## src/logic/cart_defines.svh

```systemverilog
`ifndef CART_DEFINES_SVH
`define CART_DEFINES_SVH

// ==============================
// Download stream
// ==============================

// Host download bus widths
`define DL_ADDR_BITS      25
`define DL_DATA_BITS      16

// Copier header in front of the ROM image
`define HDR_SKIP          25'd512

// Offsets of the ROM size field for each cartridge layout
// The RAM size field sits two bytes further on
`define LOROM_HDR         25'h000_7FD6
`define HIROM_HDR         25'h000_FFD6
`define EXHIROM_HDR       25'h040_FFD6

// ==============================
// Memories
// ==============================

// Work RAM is byte addressed, backup RAM word addressed
`define WRAM_ADDR_BITS    17
`define BSRAM_ADDR_BITS   16
`define SECTOR_WORDS_BITS 8

// Power-on fill bytes, high byte first for the paired patterns
`define FILL_A            16'h6699
`define FILL_B            16'hFF00
`define FILL_C            8'h55

`endif

```

## src/logic/cart_pkg.sv

```systemverilog
`include "cart_defines.svh"

package cart_pkg;

	// ==============================
	// Payload types
	// ==============================

	// Work RAM byte
	typedef logic [7:0] byte_t;

	// Backup RAM word and download word
	typedef logic [`DL_DATA_BITS-1:0] word_t;

	// Byte address mask for ROM and RAM
	typedef logic [23:0] mask_t;

	// Sector number on the host side
	typedef logic [31:0] lba_t;

	// ==============================
	// Option encodings
	// ==============================

	// Header layout choice
	typedef logic [2:0] hdr_sel_t;
	localparam hdr_sel_t HDR_AUTO    = 3'd0;
	localparam hdr_sel_t HDR_NOHDR   = 3'd1;
	localparam hdr_sel_t HDR_LOROM   = 3'd2;
	localparam hdr_sel_t HDR_HIROM   = 3'd3;
	localparam hdr_sel_t HDR_EXHIROM = 3'd4;

	// Work RAM power-on pattern
	typedef logic [1:0] wram_init_t;
	localparam wram_init_t WRAM_INIT_6699 = 2'd0;
	localparam wram_init_t WRAM_INIT_FF00 = 2'd1;
	localparam wram_init_t WRAM_INIT_55   = 2'd2;
	localparam wram_init_t WRAM_INIT_FF   = 2'd3;

endpackage

```

## src/logic/backup_sector_fsm.sv

```systemverilog
`timescale 1ns/1ps

module backup_sector_fsm
	import cart_pkg::*;
(
	input  logic  clk_sys,
	input  logic  RESET,
	input  logic  cart_dl,
	input  mask_t ram_mask,
	input  logic  img_mounted,
	input  logic  img_readonly,
	input  logic  img_present,
	input  logic  load_req,
	input  logic  save_req,
	input  logic  bsram_we,
	input  logic  sd_ack,
	output logic  sd_rd,
	output logic  sd_wr,
	output lba_t  sd_lba,
	output logic  bk_busy,
	output logic  bk_loading,
	output logic  bk_pending
);

	typedef enum logic {ST_IDLE, ST_XFER} state_t;

	state_t state;
	logic   bk_ena;
	logic   cart_dl_d;
	logic   load_q, load_qq;
	logic   save_q, save_qq;
	logic   ack_d;
	logic   load_start, save_start, auto_start;
	logic   job_start, job_load;
	logic   ack_rise, ack_fall;
	logic   last_sector;

	// Requests are registered once, then edge detected
	assign load_start  = load_q & ~load_qq & bk_ena;
	assign save_start  = save_q & ~save_qq & bk_ena;
	// Download just ended with a save image behind it
	assign auto_start  = cart_dl_d & ~cart_dl & img_present & bk_ena;
	assign job_start   = (state == ST_IDLE) & (load_start | save_start | auto_start);
	assign job_load    = load_start | auto_start;
	assign ack_rise    = sd_ack & ~ack_d;
	assign ack_fall    = ack_d & ~sd_ack;
	// One sector per 512 bytes of backup RAM
	assign last_sector = (sd_lba >= lba_t'(ram_mask[23:9]));
	assign bk_busy     = (state == ST_XFER);

	always_ff @(posedge clk_sys) begin
		if (RESET) begin
			cart_dl_d <= 1'b0;
			load_q    <= 1'b0;
			load_qq   <= 1'b0;
			save_q    <= 1'b0;
			save_qq   <= 1'b0;
			ack_d     <= 1'b0;
			bk_ena    <= 1'b0;
		end else begin
			cart_dl_d <= cart_dl;
			load_q    <= load_req;
			load_qq   <= load_q;
			save_q    <= save_req;
			save_qq   <= save_q;
			ack_d     <= sd_ack;
			// New download drops backup until the image is seen again
			if (cart_dl && !cart_dl_d) bk_ena <= 1'b0;
			if (cart_dl && img_mounted && !img_readonly) bk_ena <= |ram_mask;
		end
	end

	// ==============================
	// Sector sequencing
	// ==============================
	always_ff @(posedge clk_sys) begin
		if (RESET) begin
			state      <= ST_IDLE;
			sd_rd      <= 1'b0;
			sd_wr      <= 1'b0;
			sd_lba     <= '0;
			bk_loading <= 1'b0;
		end else begin
			// Host took the request
			if (ack_rise) begin
				sd_rd <= 1'b0;
				sd_wr <= 1'b0;
			end
			case (state)
				ST_IDLE: begin
					if (job_start) begin
						state      <= ST_XFER;
						bk_loading <= job_load;
						sd_lba     <= '0;
						sd_rd      <= job_load;
						sd_wr      <= ~job_load;
					end
				end
				ST_XFER: begin
					if (ack_fall) begin
						if (last_sector) begin
							state      <= ST_IDLE;
							bk_loading <= 1'b0;
						end else begin
							sd_lba <= sd_lba + lba_t'(1);
							sd_rd  <= bk_loading;
							sd_wr  <= ~bk_loading;
						end
					end
				end
				default: state <= ST_IDLE;
			endcase
		end
	end

	// Unsaved writes from the emulated system
	always_ff @(posedge clk_sys) begin
		if (RESET) begin
			bk_pending <= 1'b0;
		end else if (bk_ena && bsram_we) begin
			bk_pending <= 1'b1;
		end else if (job_start || !bk_ena) begin
			bk_pending <= 1'b0;
		end
	end

endmodule

```

## config.mk

```make
export PLATFORM = sky130hd
export DESIGN_NAME = backup_sector_fsm
export DESIGN_NICKNAME = d
export VERILOG_FILES = /design/src/logic/cart_pkg.sv /design/src/logic/backup_sector_fsm.sv
export VERILOG_INCLUDE_DIRS = /design/src /design/src/logic
export SDC_FILE = /design/constraint.sdc
export NUM_CORES = 1
export LEC_CHECK = 0
export ABC_AREA = 1
export CAP_MARGIN = 20
export CORE_ASPECT_RATIO = 1.5
export CORE_MARGIN = 8
export CORE_UTILIZATION = 55
export DETAILED_ROUTE_END_ITERATION = 12
export DONT_BUFFER_PORTS = 1
export PLACE_DENSITY_LB_ADDON = 0.15
export SYNTH_ARGS = -nofsm -noshare
export SYNTH_HDL_FRONTEND = slang
export SYNTH_SLANG_ARGS = --single-unit
export TNS_END_PERCENT = 30
```

## constraint.sdc

```tcl
create_clock -name clk_sys -period 2 [get_ports clk_sys]
set_input_delay 0.4 -clock clk_sys [delete_from_list [all_inputs] [get_ports clk_sys]]
set_output_delay 0.4 -clock clk_sys [all_outputs]
set_load 0.05 [all_outputs]
```

======== After elaboration in Yosys (flattened, before gate mapping) ========
Cells that the tools add are included.
operators by class
  bitwise operators ....................... 21
  muxes and demuxes ....................... 26
  eq/ne operators ......................... 4
  reductions and logical operators ........ 13
  magnitude comparators ................... 1
  $add $sub $neg .......................... 1
operators by type and width
  cell                                                                      number
  32-bit two-way mux                                                        3
  32-bit one-hot mux with 2 select lines                                    1
  32-bit by 1-bit adder with 32-bit output (second input constant)          1
  32-bit by 15-bit >= comparator with 1-bit output                          1
  24-bit OR reduction                                                       1
  1-bit two-way mux                                                         18
  1-bit AND                                                                 10
  1-bit inverter                                                            8
  1-bit one-hot mux with 2 select lines                                     4
  3-bit AND reduction                                                       2
  1-bit logical AND                                                         4
  2-bit by 1-bit inequality test with 1-bit output (second input constant)  2
  2-bit inequality test (second input constant)                             2
  2-bit nonzero test                                                        2
  1-bit logical NOT                                                         3
  1-bit bitwise OR                                                          3
  1-bit logical OR                                                          1
storage, ports and cells
  logic and storage cells ................. 79
  output and inout port bits .............. 37
  bits in registers ....................... 44
  input bits .............................. 34

======== Logic depth before layout (Yosys ltp) ========
  depth in word-level cells ............... 9
  depth in mapped cells ................... 16
  mapped depth without buffers ............ 15

======== Least setup slack after synthesis ========
OpenSTA, ideal clock, no wires.
  kind .................................... reg2reg
  start point ............................. register sd_lba[13]
  end point ............................... register sd_lba[9]
  path buffers ............................ 1
  clock period less this slack ............ 2.212 ns
  data required time ...................... 1.861 ns
  path slack .............................. -0.212 ns
  library setup time ...................... 0.139 ns
  arrival ................................. 2.074 ns
  cell stages (with the launch flop) ...... 11
  cells stage by stage .................... dfxtp_1 ha_1 a21oi_1 nor2_1 nor2_1 nand3_2 nor2_4 nand4_2 buf_6 nand3_1 a21oi_2
on the way
  longest elaborated chain between the ends .. 3
ends and longest elaborated chain
  element                                           line                      text
  start: declaration                                backup_sector_fsm.sv:19   output lba_t sd_lba,
  start signal: assignment                          backup_sector_fsm.sv:105  sd_lba <= sd_lba + lba_t'(1);
  32-bit by 15-bit >= comparator with 1-bit output  backup_sector_fsm.sv:48   assign last_sector = (sd_lba >= lba_t'(ram_mask[23:9]));
  2-bit inequality test (no line)                   -
  3-bit AND reduction (no line)                     -
No other way between the ends.
A chain may end at the register's enable or synchronous reset.

======== Worst setup path in the final report ========
  start point ............................. register sd_lba[13]
  end point ............................... register sd_lba[14]
on the way
  longest elaborated chain between the ends .. 4
  elaborated cells on any way between the ends .. 7
  those cells by class .................... add/sub (1); order compare (1); eq/ne (1); mux (3); reduce/logical (1)
ends and longest elaborated chain
  element                                   line                      text
  32-bit by 1-bit adder with 32-bit output  backup_sector_fsm.sv:105
  32-bit two-way mux                        backup_sector_fsm.sv:101  if (last_sector) begin
  32-bit two-way mux                        backup_sector_fsm.sv:100  if (ack_fall) begin
  32-bit one-hot mux with 2 select lines    backup_sector_fsm.sv:89   case (state)
Parallel ways exist; a longest one is shown, timed or not. The select of a mux whose other input is x is not followed.

==> qor.yml <==
yosys:
  synth_area_leaders: "dfxtp_1 (33%), nand2_1 (9.5%), nor2_1 (8.8%)"
  synth_top_area_cell: "dfxtp_1"
  synth_fp_nets: 413
  yosys_warnings: 0
  syn_inst: 363
  synth-seq-cells: 44
  async_flop_share_pct: 0
  yosysTopAreaCellShare_pct: 33.4
  synthDistinctLibCells: 36
  ys_seq_area_share_pct: 33.4
  syn_avg_cell_area_um2: 7.26
  syn_area_um2: 2640
  synth_flop_cell: "dfxtp_1"
  synth_edf_count: 0
  synth.most_common_cell: "nand2_1"
  synth_common_cells: "nand2_1 (67), nor2_1 (62), dfxtp_1 (44)"
clock_tree:
  clkTransAtPathRegs_ns: 0.09
  clk_latency_ns: 0.30
  clock_path_buffers: 2
  h-tree-depth: 2
  cts_sinks: 44
  cts_buffers: 5
  cts_root_buf: "clkbuf_8"
  tritoncts: "done"
worst_setup_path:
  slowest_stage: "dfxtp_2"
  r2r-start: "sd_lba[13]$_SDFFE_PP0P_"
  slowest_delay_ns: 0.33
  cp_max_fo: 7
  endpoint_kind: "flop"
  arrival_ns: 2.13
  cp_num_buf_inv: 1
  worst_r2r_endpoint: "sd_lba[14]$_SDFFE_PP0P_"
  critPathRequiredTime_ns: 2.24
  crit_type: "flop to flop"
  startpoint_type: "flop"
  reg2reg_depth: 11
  crit_chain: "ha_1, a21oi_2, nor2_1, nor2_1, nand3_2, nor2_4, nand3_4, nand2_4, buf_4, nand3_2, a21oi_2"
  critPathTopFamily: "simple AND/OR/NAND/NOR gates"
  r2r_slack_ns: 0.11
  startpoint: "sd_lba[13]$_SDFFE_PP0P_"
sta:
  finalSetupTns_ns: 0
  post-route-period-util_pct: 94.6
  rsz0062_at_grt: "true"
  fin_skew_ns: 0.00498
  hold_viol_final: 0
  slew_viol_final: 0
  setup_violations: 0
  timing.final.crit_period_ns: 1.89
  slew_headroom_pct: 65.9
  fmax_ghz: 0.528
  worst_slew_pin_slew_ns: 0.510
placed_design:
  dpl.hpwl_um: 5240
  port_buffers: 0
  gp_congestion: 0.832
floorplanning:
  die_w_um: 72.5
  dieArea_um2: 7310
  die_height_um: 101
  start_util_pct: 55.7
  coreArea_um2: 4730
  ios: 71
  row_count: 31
detailed_routing:
  route.met2.wl_um: 3530
  wl_met1_um: 2460
  top_layer: "met4"
  drt_pass1_iterations: 4
  num_vias: 2377
  wire_per_inst_um: 14.1
  drtIter0Drc: 54
  ant_nets: 0
  route.met3.wl_um: 466
  drc_errors: 0
  via_per_inst: 5.07
  wirelength_um: 6610
run:
  max-cap-violations: 0
global_routing:
  gr-usage-all-layers_pct: 18.5
  first_global_vias: 2407
  grt-ovfl-total: 0
  grt_max_degree: 41
  grt_pass1_wl_um: 10800
  antenna_found_initial: 0
finish:
  area_growth_syn_to_layout_pct: 16.9
  drive_gt1_share_pct: 27.3
  antennaDiodeCount: 0
  nets: 452
  nFillCells: 480
  utilization_pct: 65.2
hold_path:
  min_path_type: "primary input to flop"
  min-delay-start: "RESET"
  holdPathEnd: "sd_lba[13]$_SDFFE_PP0P_"
  holdPathStages: 1
run_status:
  status: "complete, no violations"
power:
  power_density_nw_per_um2: 512
  peakVddDrop_uv: 645
  leakage_nw: 1.35
## stage by stage
| stage | total power [mW] | cells | instance area, um2 | hold slack, ns | worst slack [ns] |
|---|---|---|---|---|---|
| after CTS | 1.59 | 467 | 3060 | 0.139 | 0.124 |
| after global routing | 1.64 | 469 | 3080 | 0.132 | -0.0294 |
| after global placement | 1.03 | 459 | 2980 | 0.420 | 0.0632 |
| final | 1.58 | 469 | 3080 | 0.148 | 0.108 |
| after detailed placement | 1.04 | 459 | 2980 | 0.419 | -0.0142 |
| after floorplan | 1.02 | 363 | 2650 | 0.402 | 0.000528 |
## how the worst max path moves through the flow
| stage | to | slack [ns] | depth (start not counted) |
|---|---|---|---|
| after global routing | sd_lba[14]$_SDFFE_PP0P_ | -0.03 | 11 |
| after detailed placement | sd_lba[14]$_SDFFE_PP0P_ | -0.01 | 12 |
| final | sd_lba[14]$_SDFFE_PP0P_ | 0.11 | 11 |
| after floorplan | sd_lba[8]$_SDFFE_PP0P_ | 0.0005 | 8 |
| after global placement | sd_lba[13]$_SDFFE_PP0P_ | 0.06 | 14 |
| after CTS | sd_lba[9]$_SDFFE_PP0P_ | 0.12 | 11 |
## layout by cell type (no fill, tap or decap), types with 7 or more instances in the layout
master | Yosys | final
nand3_1 | 27 | 27
nand2_1 | 67 | 67
a21oi_2 | 11 | 12
dfxtp_2 | 0 | 14
ha_1 | 16 | 16
xor2_1 | 8 | 8
inv_2 | 8 | 8
nand3_2 | 13 | 13
nor2_1 | 62 | 62
buf_4 | 1 | 41
a21oi_1 | 14 | 13
nor3_1 | 7 | 7
inv_1 | 41 | 41
dfxtp_1 | 44 | 30
## layout make-up
| cell class | count | area (um2) | share of cell area, % |
|---|---|---|---|
| clock buffer | 6 | 72.6 | 2.35 |
| clock inverter | 2 | 16.3 | 0.528 |
| inverter | 49 | 184 | 5.97 |
| timing repair buffer | 42 | 328 | 10.6 |
| sequential | 44 | 898 | 29.1 |
| tap | 66 | 82.6 | 2.68 |
| multi-input combinational | 260 | 1500 | 48.7 |
## worst register-to-register path: stages (launching register included)
cell and delay (ns):
dfxtp_2 0.33, ha_1 0.30, a21oi_2 0.14, nor2_1 0.07, nor2_1 0.12, nand3_2 0.10, nor2_4 0.18, nand3_4 0.10
nand2_4 0.10, buf_4 0.18, nand3_2 0.09, a21oi_2 0.12
## repair_timing
action	CTS	global route
endpoints found under the hold margin	0	0
resized for setup	0	1
setup endpoints to repair	0	10
hold buffers	0	0
setup buffers	0	2
## registers in the layout, summed over array words and instances (netlist names)
signal      count
bk_busy         1
save_qq         1
sd_rd           1
save_q          1
sd_wr           1
load_q          1
sd_lba         32
bk_pending      1
bk_ena          1
cart_dl_d       1
load_qq         1
bk_loading      1
ack_d           1
## report_power, final
part	switching, mW	internal (mW)	leakage [nW]
clock	0.316	0.249	0.0414
sequential	0.00684	0.886	0.363
combinational	0.0834	0.0377	0.942
## kinds of logic (layout without fill, tap and decap cells)
| logic type | after synthesis | in the layout | synth area share [%] |
|---|---|---|---|
| buffers and inverters | 59 | 99 | 9.78 |
| and+or+nand+nor | 201 | 201 | 37.3 |
| adders and majority gates | 16 | 16 | 7.59 |
| DFF | 44 | 44 | 33.4 |
| xor gates and xnor gates | 11 | 11 | 3.65 |
| AOI/OAI and AO/OA | 32 | 32 | 8.26 |
## layer usage
metal	track usage, %	up-vias
li1	-	1230
met1	17.3	1069
met2	34.9	66
met3	5.68	12
met4	8.67	0
met5	0	-
Note: power is estimated with default switching activity, not from simulation.
