**config.mk**
```make
export PLATFORM = sky130hd
export DESIGN_NAME = cart_header_detect
export DESIGN_NICKNAME = d
export VERILOG_FILES = /design/src/logic/cart_pkg.sv /design/src/logic/cart_header_detect.sv
export VERILOG_INCLUDE_DIRS = /design/src /design/src/logic
export SDC_FILE = /design/constraint.sdc
export NUM_CORES = 1
export LEC_CHECK = 0
export ABC_AREA = 1
export ABC_CLOCK_PERIOD_IN_PS = 3400
export BUFFER_PORTS_ARGS = -buffer_cell sky130_fd_sc_hd__buf_2
export CAP_MARGIN = 20
export CORE_MARGIN = 1
export CORE_UTILIZATION = 40
export DETAILED_ROUTE_END_ITERATION = 16
export PLACE_DENSITY = 0.66
export SLEW_MARGIN = 20
export SYNTH_ARGS = -nofsm -noshare
export SYNTH_HDL_FRONTEND = slang
export SYNTH_SLANG_ARGS = --single-unit
```
**constraint.sdc**
```tcl
create_clock -name clk_sys -period 3.4 [get_ports clk_sys]
set_input_delay 0.68 -clock clk_sys [delete_from_list [all_inputs] [get_ports clk_sys]]
set_output_delay 0.68 -clock clk_sys [all_outputs]
set_load 0.02 [all_outputs]
```
**src/logic/cart_defines.svh**
```systemverilog
`ifndef CART_DEFINES_SVH
`define CART_DEFINES_SVH

// ==============================
// Download stream
// ==============================

// Host download bus widths
`define DL_ADDR_BITS      25
`define DL_DATA_BITS      16

// Copier header in front of the ROM image
`define HDR_SKIP          25'd512

// Offsets of the ROM size field for each cartridge layout
// The RAM size field sits two bytes further on
`define LOROM_HDR         25'h000_7FD6
`define HIROM_HDR         25'h000_FFD6
`define EXHIROM_HDR       25'h040_FFD6

// ==============================
// Memories
// ==============================

// Work RAM is byte addressed, backup RAM word addressed
`define WRAM_ADDR_BITS    17
`define BSRAM_ADDR_BITS   16
`define SECTOR_WORDS_BITS 8

// Power-on fill bytes, high byte first for the paired patterns
`define FILL_A            16'h6699
`define FILL_B            16'hFF00
`define FILL_C            8'h55

`endif

```
**src/logic/cart_pkg.sv**
```systemverilog
`include "cart_defines.svh"

package cart_pkg;

	// ==============================
	// Payload types
	// ==============================

	// Work RAM byte
	typedef logic [7:0] byte_t;

	// Backup RAM word and download word
	typedef logic [`DL_DATA_BITS-1:0] word_t;

	// Byte address mask for ROM and RAM
	typedef logic [23:0] mask_t;

	// Sector number on the host side
	typedef logic [31:0] lba_t;

	// ==============================
	// Option encodings
	// ==============================

	// Header layout choice
	typedef logic [2:0] hdr_sel_t;
	localparam hdr_sel_t HDR_AUTO    = 3'd0;
	localparam hdr_sel_t HDR_NOHDR   = 3'd1;
	localparam hdr_sel_t HDR_LOROM   = 3'd2;
	localparam hdr_sel_t HDR_HIROM   = 3'd3;
	localparam hdr_sel_t HDR_EXHIROM = 3'd4;

	// Work RAM power-on pattern
	typedef logic [1:0] wram_init_t;
	localparam wram_init_t WRAM_INIT_6699 = 2'd0;
	localparam wram_init_t WRAM_INIT_FF00 = 2'd1;
	localparam wram_init_t WRAM_INIT_55   = 2'd2;
	localparam wram_init_t WRAM_INIT_FF   = 2'd3;

endpackage

```
**src/logic/cart_header_detect.sv**
```systemverilog
`timescale 1ns/1ps
`include "cart_defines.svh"

module cart_header_detect
	import cart_pkg::*;
(
	input  logic                     clk_sys,
	input  logic                     RESET,
	input  logic                     cart_dl,
	input  logic [`DL_ADDR_BITS-1:0] dl_addr,
	input  word_t                    dl_data,
	input  logic                     dl_wr,
	input  hdr_sel_t                 hdr_sel,
	input  logic [1:0]               region_sel,
	output byte_t                    rom_type,
	output mask_t                    rom_mask,
	output mask_t                    ram_mask,
	output logic                     region
);

	logic [3:0]               rom_size;
	logic [3:0]               ram_size;
	logic [3:0]               rom_size_nxt;
	logic [3:0]               ram_size_nxt;
	logic [`DL_ADDR_BITS-1:0] hdr_base;
	logic [`DL_ADDR_BITS-1:0] rom_fld_addr;
	logic [`DL_ADDR_BITS-1:0] ram_fld_addr;
	logic                     hdr_forced;
	logic                     rom_region;
	logic                     hdr_wr;

	assign hdr_wr = cart_dl & dl_wr;

	// Size field location for a forced layout
	// Both LoROM choices read the LoROM offset
	always_comb begin
		hdr_forced = 1'b1;
		case (hdr_sel)
			HDR_NOHDR, HDR_LOROM: hdr_base = `LOROM_HDR;
			HDR_HIROM:            hdr_base = `HIROM_HDR;
			HDR_EXHIROM:          hdr_base = `EXHIROM_HDR;
			default: begin
				hdr_base   = '0;
				hdr_forced = 1'b0;
			end
		endcase
	end

	assign rom_fld_addr = hdr_base + `HDR_SKIP;
	assign ram_fld_addr = rom_fld_addr + `DL_ADDR_BITS'(2);

	// Next sizes, so the masks follow on the same write
	always_comb begin
		rom_size_nxt = rom_size;
		ram_size_nxt = ram_size;
		if (dl_addr == '0) begin
			// Defaults first, then the packed size byte in auto mode
			rom_size_nxt = 4'hC;
			ram_size_nxt = 4'h0;
			if (hdr_sel == HDR_AUTO && dl_data[7:0] != 8'h00) begin
				{ram_size_nxt, rom_size_nxt} = dl_data[7:0];
			end
		end
		if (hdr_forced && dl_addr == rom_fld_addr) rom_size_nxt = dl_data[11:8];
		if (hdr_forced && dl_addr == ram_fld_addr) ram_size_nxt = dl_data[3:0];
	end

	// ==============================
	// Header capture
	// ==============================
	always_ff @(posedge clk_sys) begin
		if (RESET) begin
			rom_size   <= '0;
			ram_size   <= '0;
			rom_type   <= '0;
			rom_region <= 1'b0;
			rom_mask   <= '0;
			ram_mask   <= '0;
		end else if (hdr_wr) begin
			rom_size <= rom_size_nxt;
			ram_size <= ram_size_nxt;
			if (dl_addr == '0) begin
				case (hdr_sel)
					HDR_NOHDR, HDR_LOROM: rom_type <= 8'd0;
					HDR_HIROM:            rom_type <= 8'd1;
					HDR_EXHIROM:          rom_type <= 8'd2;
					default:              rom_type <= dl_data[15:8];
				endcase
			end
			// Region bit of the image
			if (dl_addr == `DL_ADDR_BITS'(2)) rom_region <= dl_data[8];
			rom_mask <= (mask_t'(1024) << rom_size_nxt) - mask_t'(1);
			// Zero RAM size means no backup RAM at all
			ram_mask <= (ram_size_nxt != 4'h0) ? (mask_t'(1024) << ram_size_nxt) - mask_t'(1) : '0;
		end
	end

	// Region only settles outside a download
	always_ff @(posedge clk_sys) begin
		if (RESET) begin
			region <= 1'b0;
		end else if (!cart_dl) begin
			region <= (region_sel == 2'b00) ? rom_region : region_sel[1];
		end
	end

endmodule

```
# After elaboration in Yosys (flattened, before gate mapping)

Cells that the tools add are included.

Eq/ne operators: 7
Shifts and indexed selects: 2
$lt $le $gt $ge: 0
Bitwise logic cells: 1
Reduce and logical (&&, ||, !) cells: 12
Div/mod/pow operators: 0
$mul: 0
$add $sub $neg: 4
Multiplexer cells: 11

Operators with widths:

| operator                 | number |
|---|---|
| $pmux W23 S3             | 1 |
| $eq A25 B25 Y1           | 2 |
| $shl A11 B4 Y24 const A  | 2 |
| $sub A24 B1 Y24 const B  | 2 |
| $add A25 B10 Y25 const B | 1 |
| $add A25 B2 Y25 const B  | 1 |
| $eq A25 B2 Y1 const B    | 1 |
| $logic_not A25 Y1        | 1 |
| $mux W24                 | 1 |
| $mux W4                  | 6 |
| $pmux W8 S3              | 1 |
| $reduce_bool A8 Y1       | 1 |
| $eq A3 B2 Y1 const B     | 2 |
| $reduce_and A2 Y1        | 2 |
| $reduce_bool A4 Y1       | 1 |
| $reduce_or A4 Y1         | 1 |
| $eq A3 B1 Y1 const B     | 1 |
| $eq A3 B3 Y1 const B     | 1 |
| $logic_and A1 B1 Y1      | 3 |
| $logic_not A3 Y1         | 1 |
| $logic_not A2 Y1         | 1 |
| $mux W1                  | 2 |
| $reduce_or A2 Y1         | 1 |
| $and A1 B1 Y1            | 1 |

Bits in writable memories: 0
Memory bits (read-only): 0
Memories: 0
Latch bits: 0
Bits of input ports: 50
Flip-flop bits (word level): 66

# Logic depth before layout (Yosys ltp)

Depth after elaboration: 11
Gate-level depth with buffers: 20
Depth with buffers taken out: 19

# Least setup slack after synthesis

Ideal clock, no wire load.

Kind: input to register
From: input port dl_addr[19]
To: register ram_mask[16]
Path buffers: 1
Arrival time: 2538 ps
Stages on the path: 18
Setup slack: 730 ps
Required time: 3268 ps
Path through: nor2_1 > nand3_1 > nor2_1 > nand3_2 > nand2_1 > nand2_1 > nor2_2 > nor2_8 > nand2_1 > inv_2 > nand3_1 > ha_1 > clkbuf_1 > nand2_2 > nand2_1 > nand3_1 > nand2_1 > a21oi_1

Longest elaborated chain between the ends: 6
Elaborated cells between the ends (all ways): 9
Classes of those cells: add/sub: 1; eq/ne: 1; shift: 1; mux: 3; reduce/logical: 3

RTL lines:

| element                                             | line                                               | text |
|---|---|---|
| start, declared                                     | cart_header_detect.sv:10                           | `` input logic [`DL_ADDR_BITS-1:0] dl_addr, `` |
| $logic_not A25 Y1 or $eq A25 B25 Y1 (tied branches) | cart_header_detect.sv:56, cart_header_detect.sv:65 |  |
| $mux W4 or $logic_and A1 B1 Y1 (tied branches)      | cart_header_detect.sv:56, cart_header_detect.sv:65 |  |
| $mux W4 (*)                                         | cart_header_detect.sv:65                           | `if (hdr_forced && dl_addr == ram_fld_addr) ram_size_nxt = dl_data[3:0];` |
| $shl A11 B4 Y24                                     | cart_header_detect.sv:94                           | `ram_mask <= (ram_size_nxt != 4'h0) ? (mask_t'(1024) << ram_size_nxt) - mask_t'(1) : '0;` |
| $sub A24 B1 Y24                                     | cart_header_detect.sv:94                           |  |
| $mux W24 (*)                                        | cart_header_detect.sv:94                           |  |
| end signal, assigned                                | cart_header_detect.sv:94                           |  |
| end, declared                                       | cart_header_detect.sv:17                           | `output mask_t ram_mask,` |

Mark *: on every way between the ends. The rest lies on a longest branch, timed or not.
A chain may end at the register's enable or synchronous reset.

# Worst setup path after layout

From: input port hdr_sel[0]
To: register ram_mask[16]

Longest elaborated chain between the ends: 11
Elaborated cells between the ends (all ways): 21
Classes of those cells: add/sub: 3; eq/ne: 5; shift: 1; mux: 6; reduce/logical: 6

RTL lines:

| element                                      | line                     | text |
|---|---|---|
| start, declared                              | cart_header_detect.sv:13 | `input hdr_sel_t hdr_sel,` |
| $eq A3 B1 Y1 or $eq A3 B2 Y1 (tied branches) | cart_header_detect.sv:38 | `case (hdr_sel)` |
| $reduce_or A2 Y1                             | cart_header_detect.sv:38 |  |
| $pmux W23 S3                                 | cart_header_detect.sv:38 |  |
| $add A25 B10 Y25 (no line)                   | -                        |  |
| $add A25 B2 Y25                              | cart_header_detect.sv:50 | `` assign ram_fld_addr = rom_fld_addr + `DL_ADDR_BITS'(2); `` |
| $eq A25 B25 Y1                               | cart_header_detect.sv:65 |  |
| $logic_and A1 B1 Y1                          | cart_header_detect.sv:65 |  |
| $mux W4 (*)                                  | cart_header_detect.sv:65 |  |
| $shl A11 B4 Y24                              | cart_header_detect.sv:94 |  |
| $sub A24 B1 Y24                              | cart_header_detect.sv:94 |  |
| $mux W24 (*)                                 | cart_header_detect.sv:94 |  |

Marks and branches as above.

==> out/summary.txt <==
Post-Syn Area: 0.00308 mm²
Worst vdd ir: 0.221 mV
CTS buffer count: 5
Final setup viols: 0
Leading post-synthesis cells by cell area: dfxtp_1 31%, nand2_1 17%, nor2_1 6.5%
Sequential share of power: 50.3%
Slew Viols, Final: 0
Max Clock Skew: 0.0106 ns
Met3 WL: 276 µm
Initial antenna violation count: 0
First drt pass iteration count: 4
Ys Warns: 0
Final worst setup slack: 0.712 ns
# H-tree levels: 2
ANT cells: 0
Worst Tran Pin Value: 0.617 ns
Ports: 107
Clock Pin Slew Worst Setup and Hold Paths: 0.09 ns
Achievable Freq: 372 MHz
Vias per cell: 4.69
Via Count: 3,142
Net Sw Frac: 29.6%
P_leak: 0.00188 µW
Clk_lat worst skew: 0.30 ns
Clock Tree Buf Depth: 2
Adder-cell share of the synthesized area: 0.812%
Internal: 816 µW
Drt wl/cell: 10.9 µm
Clock share of power: 30.3%
Syn_nets: 538
Post-synth top area share: 31.2%
Synth Area in Simple Gates: 41.8%
Type of the worst setup path: input pin to flip-flop
Port Buffers: 106
Initial Util: 41.8%
Sequential element share of the synthesized area: 31.2%
Rel. slew slack: 58.7%
P&R area growth vs syn: 18.8%
Gate power share: 19.4%
GRT Residual Overflow: 0
Average cell area after synthesis: 6.34 µm²
Cells after synthesis: 486
HPWL after DPL: 5620 µm
Vias in the first global route: 2,972
Met2 WL: 3490 µm
# Post-CTS Setup Buffers: 0
Commonest register cell after synthesis: dfxtp_1
Hold Crit Class: flip-flop to flip-flop
FILL cells: 774
Hold Buf Count CTS: 0
Maximum fanout along the worst path: 8
Post-CTS resize count: 0
Die X: 89.8 µm
Post-synthesis mux area share: 0%
Sw power: 344 µW
WP data required: 3.59 ns
Pre-CTS setup slack: 0.404 ns
Nets: 623
Count leader, synth: nand2_1
Final period util: 79.0%
Synth unique cells: 37
Minimum clock period: 2.69 ns
Fin Setup TNS: 0 ns
Async S/R FF share, synth: 0%
First-pass GRT wire length: 12,900 µm
RSZ-0062 raised after global routing: false
Startpoint types: input pin
Residual DRC: 0
Register bit total from synthesis: 48
Yosys top cell by area: dfxtp_1
Top post-synthesis cells by count: 136 x nand2_1, 53 x nor2_1, 50 x inv_1, 48 x dfxtp_1, 37 x a21oi_1
Final hold vios: 0
XOR/XNOR share of the synthesized area: 0.568%
Core area: 0.00737 mm²
Clock Root Buffer: clkbuf_8
Share of cells above drive strength 1: 28.9%
Status: finished, final reports clean
Routability cong.: 0.889
Die ar.: 0.00806 mm²
Largest net degree at the start of global routing: 33
Worst setup EP type: flip-flop
Num rows: 31
Main combinational cell family by area after synthesis: simple AND/OR/NAND/NOR gates
PwrDens: 317 mW/mm²
Critical Path AT: 2.88 ns
Max Cap Violations: 0
First-iteration detailed-routing DRC count: 118
M1 WL: 3410 µm
Final wirelength: 7290 µm
Synth Area in Compound Gates: 11.9%
CTS tree: yes
Antenna-violating nets left: 0
Top layer reached by signal wires: met4
Die H: 89.8 µm
Worst hold slack: 0.465 ns
Total GRT Usage: 19.1%
Number of flops mapped to enable cells by yosys: 0
CTS sink count: 48
-- worst paths after layout --
check	to	depth (start not counted)	slack (ns)	from
setup / recovery	ram_mask[16]	16	0.71	hdr_sel[0]
setup reg to reg	ram_mask[16]	14	1.49	ram_size[3]
hold reg to reg	ram_mask[22]	2	0.47	ram_mask[22]
hold / removal	ram_mask[22]	2	0.47	ram_mask[22]
-- metrics by stage --
stage | instances | power [µW] | util, % | instance area, µm²
after floorplan | 486 | 757 | - | 3080
after global placement | 663 | 821 | 48.5 | 3570
after detailed placement | 663 | 823 | 48.5 | 3570
after CTS | 670 | 1180 | 49.7 | 3660
after global routing | 670 | 1220 | 49.7 | 3660
final | 670 | 1160 | 49.7 | 3660
-- critical path, stage by stage --
cell,delay [ns]
buf_2,0.12
nand2_1,0.10
nand3_1,0.07
o21ai_1,0.32
nand3_4,0.16
nor3_2,0.33
nor2_8,0.11
nand2_1,0.14
inv_2,0.07
nand3_1,0.07
ha_1,0.31
nand2_2,0.13
nand2_1,0.08
nand3_1,0.06
nand2_1,0.06
a21oi_1,0.05
-- layout make-up --
class                      count  area (µm²)  share of cell area, %
inverter                      61         230                   6.28
timing repair buffer         110         561                   15.3
tap                           99         124                   3.38
multi-input combinational    345        1700                   46.3
clock buffer                   6        82.6                   2.25
sequential                    48         961                   26.2
clock inverter                 1        8.76                  0.239
-- metal layers --
metal | GRT usage [%] | vias up
met5 | 0 | -
met4 | 6.15 | 0
met3 | 3.13 | 10
met2 | 32.9 | 73
met1 | 24.2 | 1365
li1 | - | 1694
-- sequential cells by signal (all words and copies together) (netlist names) --
register and cells:
ram_size 4, rom_region 1, rom_mask 15, rom_type 8, rom_size 4, region 1, ram_mask 15
-- layout by cell type, fill, tap and decap left out, types with 3 or more instances in the layout --
cell type | Yosys | routed
buf_4 | 18 | 4
nor2_4 | 7 | 7
nor2_2 | 9 | 9
nand2_4 | 3 | 3
clkbuf_8 | 0 | 6
a21oi_1 | 37 | 37
nand2_1 | 136 | 136
buf_2 | 0 | 106
inv_2 | 10 | 10
nand4_1 | 9 | 9
nand3_1 | 35 | 35
inv_1 | 50 | 50
o21ai_0 | 15 | 15
nor2_1 | 53 | 53
nor3_1 | 3 | 3
dfxtp_1 | 48 | 48
o21ai_1 | 4 | 4
nand2_2 | 12 | 12
-- power by group through the flow --
stage          clock network, µW  registers [µW]  logic [µW]
2_1_floorplan                  0             610         147
3_3_place_gp                   0             596         225
3_5_place_dp                   0             597         226
4_1_cts                      369             584         227
5_1_grt                      385             586         252
6_report                     352             583         225
-- cells by family after synthesis --
| group | Yosys count |
|---|---|
| flip-flops | 48 |
| XOR/XNOR | 2 |
| adder cells (fa/ha/maj) | 2 |
| buffers and inverters | 93 |
| AO/OA/AOI/OAI | 67 |
| AND/OR/NAND/NOR | 274 |
(Power assumes the default switching activity.)
