## src/logic/cart_defines.svh

```systemverilog
`ifndef CART_DEFINES_SVH
`define CART_DEFINES_SVH

// ==============================
// Download stream
// ==============================

// Host download bus widths
`define DL_ADDR_BITS      25
`define DL_DATA_BITS      16

// Copier header in front of the ROM image
`define HDR_SKIP          25'd512

// Offsets of the ROM size field for each cartridge layout
// The RAM size field sits two bytes further on
`define LOROM_HDR         25'h000_7FD6
`define HIROM_HDR         25'h000_FFD6
`define EXHIROM_HDR       25'h040_FFD6

// ==============================
// Memories
// ==============================

// Work RAM is byte addressed, backup RAM word addressed
`define WRAM_ADDR_BITS    17
`define BSRAM_ADDR_BITS   16
`define SECTOR_WORDS_BITS 8

// Power-on fill bytes, high byte first for the paired patterns
`define FILL_A            16'h6699
`define FILL_B            16'hFF00
`define FILL_C            8'h55

`endif

```

## src/logic/cart_pkg.sv

```systemverilog
`include "cart_defines.svh"

package cart_pkg;

	// ==============================
	// Payload types
	// ==============================

	// Work RAM byte
	typedef logic [7:0] byte_t;

	// Backup RAM word and download word
	typedef logic [`DL_DATA_BITS-1:0] word_t;

	// Byte address mask for ROM and RAM
	typedef logic [23:0] mask_t;

	// Sector number on the host side
	typedef logic [31:0] lba_t;

	// ==============================
	// Option encodings
	// ==============================

	// Header layout choice
	typedef logic [2:0] hdr_sel_t;
	localparam hdr_sel_t HDR_AUTO    = 3'd0;
	localparam hdr_sel_t HDR_NOHDR   = 3'd1;
	localparam hdr_sel_t HDR_LOROM   = 3'd2;
	localparam hdr_sel_t HDR_HIROM   = 3'd3;
	localparam hdr_sel_t HDR_EXHIROM = 3'd4;

	// Work RAM power-on pattern
	typedef logic [1:0] wram_init_t;
	localparam wram_init_t WRAM_INIT_6699 = 2'd0;
	localparam wram_init_t WRAM_INIT_FF00 = 2'd1;
	localparam wram_init_t WRAM_INIT_55   = 2'd2;
	localparam wram_init_t WRAM_INIT_FF   = 2'd3;

endpackage

```

## src/logic/ram_clear_counter.sv

```systemverilog
`timescale 1ns/1ps
`include "cart_defines.svh"

module ram_clear_counter
	import cart_pkg::*;
(
	input  logic                       clk_sys,
	input  logic                       RESET,
	input  logic                       cart_dl,
	input  wram_init_t                 wram_init,
	output logic                       clearing,
	output logic [`WRAM_ADDR_BITS-1:0] fill_addr,
	output byte_t                      fill_byte
);

	// Pattern bytes split from the paired fill words
	localparam logic [15:0] PAT_A = `FILL_A;
	localparam logic [15:0] PAT_B = `FILL_B;
	localparam byte_t       PAT_C = `FILL_C;

	logic cart_dl_d;

	// ==============================
	// Sweep over the whole work RAM
	// ==============================
	always_ff @(posedge clk_sys) begin
		if (RESET) begin
			cart_dl_d <= 1'b0;
			clearing  <= 1'b0;
			fill_addr <= '0;
		end else begin
			cart_dl_d <= cart_dl;
			if (clearing) begin
				fill_addr <= fill_addr + 1'b1;
				// Last address written, counter wraps back to zero
				if (&fill_addr) clearing <= 1'b0;
			end else begin
				fill_addr <= '0;
				// Start of a cartridge download
				if (cart_dl && !cart_dl_d) clearing <= 1'b1;
			end
		end
	end

	// Fill byte from the current sweep address
	always_comb begin
		case (wram_init)
			WRAM_INIT_6699: begin
				fill_byte = (fill_addr[8] ^ fill_addr[2]) ? PAT_A[15:8] : PAT_A[7:0];
			end
			WRAM_INIT_FF00: begin
				fill_byte = (fill_addr[9] ^ fill_addr[0]) ? PAT_B[15:8] : PAT_B[7:0];
			end
			WRAM_INIT_55: begin
				fill_byte = PAT_C;
			end
			// Plain FF
			default: begin
				fill_byte = PAT_B[15:8];
			end
		endcase
	end

endmodule

```

## config.mk

```make
export PLATFORM = sky130hd
export DESIGN_NAME = ram_clear_counter
export DESIGN_NICKNAME = d
export VERILOG_FILES = /design/src/logic/cart_pkg.sv /design/src/logic/ram_clear_counter.sv
export VERILOG_INCLUDE_DIRS = /design/src /design/src/logic
export SDC_FILE = /design/constraint.sdc
export NUM_CORES = 1
export LEC_CHECK = 0
export ABC_CLOCK_PERIOD_IN_PS = 3270
export BUFFER_PORTS_ARGS = -buffer_cell sky130_fd_sc_hd__buf_4
export CAP_MARGIN = 20
export CORE_UTILIZATION = 50
export DETAILED_ROUTE_END_ITERATION = 8
export PLACE_DENSITY = 0.89
export SKIP_LAST_GASP = 1
export SYNTH_ARGS = -nofsm -noshare
export SYNTH_HDL_FRONTEND = slang
export SYNTH_SLANG_ARGS = --single-unit
```

## constraint.sdc

```tcl
create_clock -name clk_sys -period 3.27 [get_ports clk_sys]
set_clock_uncertainty 0.05 [all_clocks]
set_input_delay 0.1635 -clock clk_sys [delete_from_list [all_inputs] [get_ports clk_sys]]
set_output_delay 0.1635 -clock clk_sys [all_outputs]
set_load 0.05 [all_outputs]
```

* Word-level counts from Yosys, hierarchy flattened *
Index checks and enable logic that the tools add are counted.

operators by class
  add/subtract/negate cells = 1
  equal/unequal tests = 2
  multiplexer cells = 6
  bitwise gates (word level) = 3
  reduce and logical (&&, ||, !) cells = 5

operator list
  kind                                                              number
  8-bit case mux with 3 select lines                                1
  17-bit by 1-bit adder with 17-bit output (second input constant)  1
  17-bit AND reduction                                              1
  8-bit two-way mux                                                 2
  1-bit two-way mux                                                 3
  2-bit by 1-bit == test with 1-bit output (second input constant)  1
  2-bit == test (second input constant)                             1
  2-bit zero test                                                   1
  2-bit OR reduction                                                1
  1-bit bitwise XOR                                                 2
  1-bit logical AND                                                 1
  1-bit zero test                                                   1
  1-bit NOT                                                         1

storage, ports and cells
  register bits after elaboration = 19
  input port bits = 5
  output and inout bits = 26
  word-level logic and storage cells = 20

* Depth between registers and ports, before layout *
Gate-level depths: netlist of the first run.

  word-level depth = 4
  gate-level depth with buffers = 8
  gate-level depth less buffers = 8

* Worst setup path after synthesis of the first run *
Ideal clock, no wire load.

  path type = register -> output
  from = register fill_addr[0]
  to = output fill_byte[4]
  data arrival time = 2429 ps
  data required time = 3056 ps
  setup slack = 628 ps
  stages on the path, launching flop included = 4
  buffers on the path = 1
  path through = dfxtp_1 xnor2_1 o21ai_0 buf_4

on the way
  cells in the longest elaborated chain, start to end = 3

ends and longest elaborated chain
  item                                RTL line                 source
  start: declaration                  ram_clear_counter.sv:12  output logic [`WRAM_ADDR_BITS-1:0] fill_addr,
  start signal: assignment            ram_clear_counter.sv:34  fill_addr <= fill_addr + 1'b1;
  1-bit bitwise XOR                   ram_clear_counter.sv:52  fill_byte = (fill_addr[9] ^ fill_addr[0]) ? PAT_B[15:8] : PAT_B[7:0];
  8-bit two-way mux                   ram_clear_counter.sv:52
  8-bit case mux with 3 select lines  ram_clear_counter.sv:47  case (wram_init)
  end: declaration                    ram_clear_counter.sv:13  output byte_t fill_byte

Every way passes these cells.

* Worst setup path in the final report of the first run *
  from = register fill_addr[0]
  to = register fill_addr[16]

on the way
  cells in the longest elaborated chain, start to end = 1

ends and longest elaborated chain
  item                                      RTL line
  17-bit by 1-bit adder with 17-bit output  ram_clear_counter.sv:34

Every way passes these cells.
A chain may end at the register's enable or synchronous reset.

==> metrics, run 1 <==
Syn Inst Count=106; DR vias=829; Yosys reg bits=19; Starting Density=56.4%; synth unique cells=28; share of cells above drive strength 1=27.9%; Synth async-reset ratio=0%; met2 wire length=939 um; # diodes=0; clock power share=28.3%; DRT Wirelength=1.95 mm; Final min period=2.24 ns; Top Layer Used=met4; Pwr Density=367 nW/um^2; Die X=44.4 um; startpoint types=flip-flop; Max Clk Rate=447 MHz; FP Rows=14; initial antenna violation count=0; # setup viols final=0; combinational power share=15.9%; post-route core utilization=72.5%; H-tree Lvls=1; predominant post-synthesis flop cell=dfxtp_1; first-pass iteration count of the detailed router=4; Starting DRT DRC Count=32; top-area cell type share of the netlist area=42.3%; Tcrit/Tclk final=68.4%; EDFF count, synth=0; # DRC=0; gr usage total=22.4%; core area=1590 sq um; DPL Wire Length=1.45 mm; Worst-path clk slew=0.10 ns; largest net degree at the start of global routing=16; dpl ws=1.09 ns; Slew headroom=57.9%; Worst Tran Pin Value=0.625 ns; Worst-Skew Late Latency=0.31 ns; Synth Area per Inst=8.48 sq um; unrepaired setup endpoints after global routing=false; syn_nets=113; post-route setup TNS=0 ns; sw frac=28.8%; GRT overflow=0; post-CTS setup buffers=0; Clock Sinks=19; wire per inst=12.2 um; critical path required time=3.43 ns; top post-synthesis cells by area=dfxtp_1, xnor2_1, nor2_1; CTS tree=built; Crit Path Max Fanout=6; Crit. End Element=flip-flop; Die H=44.4 um; Multi-input gate area=465 sq um; DIE AREA=1970 sq um; worst vdd ir=0.269 mV; Fill cells=123; vias in the first global route=706; vias per cell=5.18; kind of critical path=reg2reg; Max clock buf depth=2; WL met3=119 um; NumNets Final=144; synth cell count leaders=dfxtp_1, nor2_1, nand2_1, a21oi_1, xnor2_1; Cell Area, Synth=898 sq um; CTS buffer count=3; NetSw=122 uW; Port Buffers=30; Worst Hold Class=in2reg; cell taking the most area after synthesis=dfxtp_1; Leak=0.000474 uW; count leader, synth=dfxtp_1; final worst slack=1.03 ns; max cap viols=0; crit path DAT=2.40 ns; sequential power share=55.7%; number of synthesis warnings=0; Pins Over Slew Limit=0; sequential standard cell area=380 sq um; Antenna Nets Post-Route=0; Root Driver=clkbuf_4; sequential fraction of the synthesis area=42.3%; area grow syn2layout=28.7%; Fin. Hold Viols=0; # IOs=31; gpl congestion=0.815; Int Pwr=302 uW; first-pass GRT wire length=3.15 mm; DRT met1 WL=850 um; status=finished clean
-- area by class of cell --
type,count,share of cell area [%]
Sequential cell,19,32.9
Multi-Input combinational cell,77,40.3
Inverter,5,1.62
Clock buffer,4,2.27
Tap cell,24,2.60
Timing Repair Buffer,31,20.3
-- worst paths after layout --
path | startpoint | to | slack, ns | cells after the start
hold reg to reg | fill_addr[13]$_SDFF_PP0_ | fill_addr[13]$_SDFF_PP0_ | 0.46 | 2
hold / removal | cart_dl | cart_dl_d$_SDFF_PP0_ | 0.03 | 2
setup / recovery | fill_addr[0]$_SDFF_PP0_ | fill_addr[16]$_SDFF_PP0_ | 1.03 | 6
setup reg to reg | fill_addr[0]$_SDFF_PP0_ | fill_addr[16]$_SDFF_PP0_ | 1.03 | 6
-- worst max-delay path, cell delays in order (launching register included) --
cell and delay [ns]:
dfxtp_1 0.45, ha_1 0.24, nand2_1 0.14, nor4_1 0.60, and4_1 0.31, ha_1 0.22
and2_1 0.13
-- registers in the layout, summed over array words and instances, names as in the netlist --
signal     flops
cart_dl_d      1
clearing       1
fill_addr     17
-- timing repair --
action                                 4_1_cts  5_1_grt
hold buffers                                 1        0
gates resized for setup                      0        0
endpoints found under the hold margin        2        0
-- through the flow --
stage	std cells	hold slack, ns	total power (uW)	cell area, sq um
global placement	155	0.295	307	1120
CTS	160	0.0376	426	1160
global route	160	0.0306	441	1160
detailed placement	155	0.305	309	1120
floorplan	106	0.185	292	898
finish	160	0.0277	425	1160
-- layer usage --
metal  vias up  global-route usage, %
li1        419                      -
met1       367                   26.7
met2        38                   37.9
met3         5                   4.90
met4         0                   10.9
met5         -                      0
-- placed cells by master (no fill, tap or decap), types with 3 or more instances in the layout --
| cell | count |
|---|---|
| inv_1 | 5 |
| nand2_1 | 8 |
| clkbuf_4 | 3 |
| o21ai_0 | 5 |
| nor2_1 | 16 |
| nor3_1 | 4 |
| nand3_1 | 4 |
| a21oi_1 | 7 |
| xor2_1 | 4 |
| buf_4 | 30 |
| dfxtp_1 | 19 |
| xnor2_1 | 7 |
-- cells by family after synthesis --
family	Yosys count	share of synthesized area [%]
and+or+nand+nor	48	28.0
DFF	19	42.3
AOI/OAI and AO/OA	16	10.3
xor gates and xnor gates	11	10.7
buffers and inverters	10	5.85
adders and majority gates	2	2.79
-- power groups by stage --
| stage | Clock, uW | Combinational (uW) | Sequential [uW] |
|---|---|---|---|
| 2_1_floorplan | 0 | 43.3 | 248 |
| 3_3_place_gp | 0 | 65.6 | 242 |
| 3_5_place_dp | 0 | 66.8 | 242 |
| 4_1_cts | 121 | 67.9 | 237 |
| 5_1_grt | 132 | 71.7 | 237 |
| 6_report | 120 | 67.6 | 237 |
(Power assumes the default switching activity.)
==> run 2, diff against run 1 <==
--- a/config.mk
+++ b/config.mk
@@ -6,12 +6,12 @@
 export SDC_FILE = /design/constraint.sdc
 export NUM_CORES = 1
 export LEC_CHECK = 0
-export ABC_CLOCK_PERIOD_IN_PS = 3270
+export ABC_CLOCK_PERIOD_IN_PS = 2000
 export BUFFER_PORTS_ARGS = -buffer_cell sky130_fd_sc_hd__buf_4
 export CAP_MARGIN = 20
-export CORE_UTILIZATION = 50
+export CORE_UTILIZATION = 43
 export DETAILED_ROUTE_END_ITERATION = 8
-export PLACE_DENSITY = 0.89
+export PLACE_DENSITY = 0.82
 export SKIP_LAST_GASP = 1
 export SYNTH_ARGS = -nofsm -noshare
 export SYNTH_HDL_FRONTEND = slang
==> constraint.sdc (replaced) <==
create_clock -name clk_sys -period 2 [get_ports clk_sys]
set_clock_uncertainty 0.05 [all_clocks]
set_input_delay 0.1 -clock clk_sys [delete_from_list [all_inputs] [get_ports clk_sys]]
set_output_delay 0.1 -clock clk_sys [all_outputs]
set_load 0.05 [all_outputs]
==> run 2 against run 1 <==
Effect of this change: routed wire length shrank 3.1%; sequential share of layout area shrank 0.71 points; register-to-register slack lost 0.83 ns; fmax grew 24%; clock-buffer cell count is the same; largest cell class unchanged; first-iteration DRC count shrank 44%; combinational power grew 64%.
==> metrics, run 2 (synthesized netlist as in run 1, its figures left out) <==
status=finished clean; Tcrit/Tclk final=89.9% (+22 points); wire per inst=11.4 um (-6.6%); core area=1960 sq um (+23%); # setup viols final=0 (unchanged); Crit path largest cell delay=0.56 ns (-0.04 ns); first-pass iteration count of the detailed router=4 (unchanged); startpoint types=flip-flop; Crit. End Element=flip-flop; largest net degree at the start of global routing=16 (unchanged); Most flops, register=fill_addr; area grow syn2layout=33.7%; NumNets Final=147 (+2.1%); sequential power share=56.4% (+0.7 points); unrepaired setup endpoints after global routing=false; Pwr Density=571 nW/um^2 (+55%); Die X=47.7 um (+7.5%); clock power share=27.4% (-0.9 points); DRT Wirelength=1.89 mm (-3.1%); Max clock buf depth=2 (unchanged); # DRC=0 (unchanged); Leak=0.000492 uW (+3.9%); Slew headroom=61.6% (+3.7 points); Final min period=1.80 ns (-0.439 ns); most frequent cells in the layout=buf_4, nor2_1, dfxtp_1, nand2_1; Starting DRT DRC Count=18 (-44%); Crit Path Max Fanout=7 (+1); Die H=47.7 um (+7.5%); max cap viols=0 (unchanged); logic depth of the worst path, buffers included=4 (-2); kind of critical path=reg2reg; commonest non-fill, non-tap cell in the layout=buf_4; Max Clk Rate=556 MHz (+24%); critical path required time=2.17 ns (-1.26 ns); Port Buffers=30 (unchanged); reg2reg path depth=4 (-2); DPL Wire Length=1.43 mm (-1.4%); first-pass GRT wire length=2.78 mm (-12%); gpl congestion=0.687 (-16%); CP top delay family=simple AND/OR/NAND/NOR gates; hold-fix buffers at CTS=1 (unchanged); post-CTS setup buffers=0 (unchanged); CTS tree=built; DP Area=1160 sq um (+4.0%); DR vias=860 (+3.7%); Antenna Nets Post-Route=0 (unchanged); # IOs=31 (unchanged); # diodes=0 (unchanged); Starting Density=45.8% (-11 points); final worst slack=0.201 ns (-0.831 ns); worst vdd ir=0.407 mV (+51%); share of cells above drive strength 1=33.1% (+5.2 points); dpl ws=0.215 ns (-0.877 ns); Critical-path top delay cell=or4_4; Fin. Hold Viols=0 (unchanged); sw frac=28.0% (-0.87 points); CTS buffer count=3 (unchanged); crit-path cells=nand4_1, or4_4, or3_1, a21oi_1; gr usage total=18.4% (-4.0 points); Power, Total=686 uW (+61%); FP Rows=16 (+2); Fill cells=182 (+48%); initial antenna violation count=0 (unchanged); Int Pwr=494 uW (+63%); Hold Path Stages=2 (unchanged); vias in the first global route=701 (-0.71%); Root Driver=clkbuf_4; Worst-path clk slew=0.10 ns (about the same); Worst Hold Class=in2reg; Pins Over Slew Limit=0 (unchanged); Clock Sinks=19 (unchanged); DIE AREA=2280 sq um (+16%); number of flip-flops under the largest register name=17 (unchanged); NetSw=192 uW (+57%); combinational power share=16.3% (+0.4 points); final instance area=1200 sq um (+3.9%); largest registers=fill_addr x17, cart_dl_d x1, clearing x1; GRT overflow=0 (unchanged); H-tree Lvls=1 (unchanged); Worst Tran Pin Value=0.576 ns (-0.0493 ns); vias per cell=5.18 (about the same); crit path DAT=1.97 ns (-0.43 ns); Resized Gates After CTS=0 (unchanged); Worst-Skew Late Latency=0.29 ns (-0.02 ns); buffers plus inverters on the worst setup path=0 (unchanged)
==> run 2: worst paths after layout <==
path,endpoint,slack (ns),startpoint
max,fill_addr[15]$_SDFF_PP0_,0.20,fill_addr[6]$_SDFF_PP0_
min,cart_dl_d$_SDFF_PP0_,0.02,cart_dl
max reg2reg,fill_addr[15]$_SDFF_PP0_,0.20,fill_addr[6]$_SDFF_PP0_
min reg2reg,fill_addr[0]$_SDFF_PP0_,0.41,fill_addr[0]$_SDFF_PP0_
==> run 2: per-layer routing <==
layer | track usage [%] | vias to the layer above | part of all wire [%]
li1 | - | 426 | -
met1 | 17.6 | 398 | 40
met2 | 33.8 | 29 | 52
met3 | 5.66 | 7 | 4.8
met4 | 11.7 | 0 | 2.9
met5 | 0 | - | 0
==> run 2: per-stage QoR <==
stage	utilization [%]	cells	hold slack, ns	TNS, ns
after floorplan	-	106	0.122	-0.293
after global placement	59.4	161	0.235	0
after detailed placement	59.4	161	0.241	0
after CTS	61.2	166	0.0148	0
after global routing	61.2	166	0.00340	0
final	61.2	166	0.0213	0
==> run 2: final cells by class <==
cell class / instances / area [sq um] / area share (%)
clock buffers: 4 / 26.3 / 2.19
flip-flops and latches: 19 / 387 / 32.2
well taps: 27 / 33.8 / 2.81
multi-input cells: 77 / 478 / 39.8
inverters: 5 / 18.8 / 1.56
repair buffers: 34 / 258 / 21.5
==> run 2: worst register-to-register path: stages, from the launching register on <==
cell and delay [ns]:
dfxtp_1 0.44, nand4_1 0.20, or4_4 0.56, or3_1 0.32, a21oi_1 0.15
==> run 2: power groups by stage <==
stage	combinational, uW	sequential, uW	clock [uW]
floorplan	72.0	405	0
global placement	109	394	0
detailed placement	110	395	0
CTS	112	386	194
global route	119	387	220
finish	111	387	188
==> run 3, diff against run 2 <==
--- a/config.mk
+++ b/config.mk
@@ -7,11 +7,13 @@
 export NUM_CORES = 1
 export LEC_CHECK = 0
 export ABC_CLOCK_PERIOD_IN_PS = 2000
-export BUFFER_PORTS_ARGS = -buffer_cell sky130_fd_sc_hd__buf_4
+export BUFFER_PORTS_ARGS = -buffer_cell sky130_fd_sc_hd__buf_2
 export CAP_MARGIN = 20
 export CORE_UTILIZATION = 43
 export DETAILED_ROUTE_END_ITERATION = 8
+export MAX_ROUTING_LAYER = met4
 export PLACE_DENSITY = 0.82
+export SKIP_CTS_REPAIR_TIMING = 1
 export SKIP_LAST_GASP = 1
 export SYNTH_ARGS = -nofsm -noshare
 export SYNTH_HDL_FRONTEND = slang
==> run 3 against run 2 <==
Effect of this change: global-route usage down 0.71 points; clock power up 3%; utilization down 3.6 points; power down 0.38%; critical path depth up 2; largest cell class unchanged.
==> metrics, run 3 (synthesized netlist as in run 1, its figures left out) <==
DIE AREA=2280 sq um (unchanged); CTS buffer count=3 (unchanged); fin cells=166 (unchanged); Critical-path top delay cell=dfxtp_4; worst vdd ir=0.454 mV (+11%); Endpoint, Worst Hold=clearing$_SDFF_PP0_; commonest non-fill, non-tap cell in the layout=buf_2; Slew headroom=60.8% (-0.82 points); Max clock buf depth=2 (unchanged); Multi-input gate area=478 sq um (unchanged); Starting Density=45.8% (unchanged); GRT overflow=0 (unchanged); initial antenna violation count=0 (unchanged); Fin. Hold Viols=0 (unchanged); Crit path largest cell delay=0.39 ns (-0.17 ns); Hold Path Origin=cart_dl; Final min period=1.83 ns (+0.0335 ns); CP top delay family=simple AND/OR/NAND/NOR gates; Starting DRT DRC Count=9 (-9); Port Buffers=30 (unchanged); Pwr Density=604 nW/um^2 (+5.9%); first-pass iteration count of the detailed router=3 (-1); Fill cells=193 (+6.0%); startpoint types=flip-flop; Most flops, register=fill_addr; wire per inst=11.3 um (-0.64%); DRT Wirelength=1.87 mm (-0.64%); first-pass GRT wire length=2.70 mm (-2.7%); kind of critical path=reg2reg; R2R setup slack=0.17 ns (-0.03 ns); Root Driver=clkbuf_4; Worst-path clk slew=0.10 ns (about the same); Max Clk Rate=546 MHz (-1.8%); crit path DAT=1.98 ns (about the same); buffers plus inverters on the worst setup path=0 (unchanged); Crit Path Max Fanout=6 (-1); crit-path cells=ha_1, nand2_1, nor4_2, and4_1, ha_1, and2_1; max cap viols=0 (unchanged); # diodes=0 (unchanged); DPL Wire Length=1.36 mm (-4.3%); most frequent cells in the layout=buf_2, nor2_1, dfxtp_1, nand2_1; # DRC=0 (unchanged); area grow syn2layout=25.8%; gr usage total=17.7% (-0.71 points); vias per cell=4.93 (-4.9%); # IOs=31 (unchanged); largest registers=fill_addr x17, cart_dl_d x1, clearing x1; Reg2Reg Capture Point=fill_addr[16]$_SDFF_PP0_; Crit. End Element=flip-flop; NumNets Final=147 (unchanged); status=finished clean; core area=1960 sq um (unchanged); Worst Tran Pin Value=0.588 ns (+0.0123 ns); H-tree Lvls=1 (unchanged); gpl congestion=0.757 (+10%); Die H=47.7 um (unchanged); Hold Path Stages=4 (+2); FF-to-FF Start=fill_addr[0]$_SDFF_PP0_; Clock Sinks=19 (unchanged); Worst Hold Class=in2reg; Pins Over Slew Limit=0 (unchanged); most frequent cell on the critical path=ha_1; critical path required time=2.15 ns (-0.02 ns); reg2reg path depth=6 (+2); Tcrit/Tclk final=91.6% (+1.7 points); placed insts=160 (-0.62%); Leak=0.000485 uW (-1.5%); share of cells above drive strength 1=33.1% (unchanged); FP Rows=16 (unchanged); sequential standard cell area=387 sq um (unchanged); CTS tree=built; Worst-Skew Late Latency=0.30 ns (about the same); DR vias=818 (-4.9%); # setup viols final=0 (unchanged); vias in the first global route=669 (-4.6%); largest net degree at the start of global routing=16 (unchanged); Die X=47.7 um (unchanged); number of flip-flops under the largest register name=17 (unchanged); dpl ws=0.184 ns (-0.0312 ns); final worst slack=0.168 ns (-0.0335 ns); unrepaired setup endpoints after global routing=false; Antenna Nets Post-Route=0 (unchanged)
run 3: cell count changes in the layout (fill, tap and decap cells not counted):
cell | previous run | this run
buf_2 | 0 | 30
buf_4 | 33 | 2
clkbuf_1 | 1 | 0
clkinv_2 | 0 | 1
dlygate4sd3_1 | 1 | 2
run 3: metrics by stage:
stage / utilization (%) / hold WS (ns) / total power [uW] / area (sq um) / setup TNS, ns
3_3_place_gp: 55.2 / 0.245 / 492 / 1080 / 0
2_1_floorplan: - / 0.122 / 477 / 917 / -0.293
3_5_place_dp: 55.2 / 0.251 / 494 / 1080 / 0
6_report: 57.6 / 0.182 / 683 / 1130 / 0
5_1_grt: 57.6 / 0.193 / 710 / 1130 / 0
4_1_cts: 56.6 / -0.0677 / 687 / 1110 / 0
run 3: cell type report:
| class | count | area share [%] |
|---|---|---|
| multi-input combinational | 77 | 42.3 |
| tap | 27 | 2.99 |
| inverter | 5 | 1.66 |
| sequential | 19 | 34.2 |
| timing repair buffer | 34 | 16.4 |
| clock buffer | 3 | 1.99 |
| clock inverter | 1 | 0.443 |
run 3: tightest hold or removal path, delay by kind of cell:
family                 cells  cell delay, ns
AOI/OAI and AO/OA          1            0.11
buffers and inverters      1            0.10
and+or+nand+nor            2            0.18
run 3: worst max path at each step:
| stage | from | end | slack [ns] | cells past startpoint |
|---|---|---|---|---|
| 6_report | fill_addr[0]$_SDFF_PP0_ | fill_addr[16]$_SDFF_PP0_ | 0.17 | 6 |
| 4_1_cts | fill_addr[0]$_SDFF_PP0_ | fill_addr[16]$_SDFF_PP0_ | 0.16 | 6 |
| 3_5_place_dp | fill_addr[0]$_SDFF_PP0_ | fill_addr[16]$_SDFF_PP0_ | 0.18 | 6 |
| 2_1_floorplan | fill_addr[9]$_SDFF_PP0_ | fill_byte[4] | -0.13 | 3 |
| 3_3_place_gp | fill_addr[0]$_SDFF_PP0_ | fill_addr[16]$_SDFF_PP0_ | 0.21 | 6 |
| 5_1_grt | fill_addr[0]$_SDFF_PP0_ | fill_addr[16]$_SDFF_PP0_ | 0.06 | 6 |
run 3: report_power, final:
group	internal [uW]	switching, uW	total (uW)
registers	382	4.44	386
clock network	74.5	120	194
logic	25.0	77.3	102
run 3: metal layers:
metal / GRT usage (%) / part of all wire [%] / vias up
met4: 10.0 / 2.7 / 0
met1: 19.2 / 45 / 363
li1: - / - / 424
met5: - / 0 / -
met2: 30.8 / 48 / 25
met3: 2.26 / 4.4 / 6
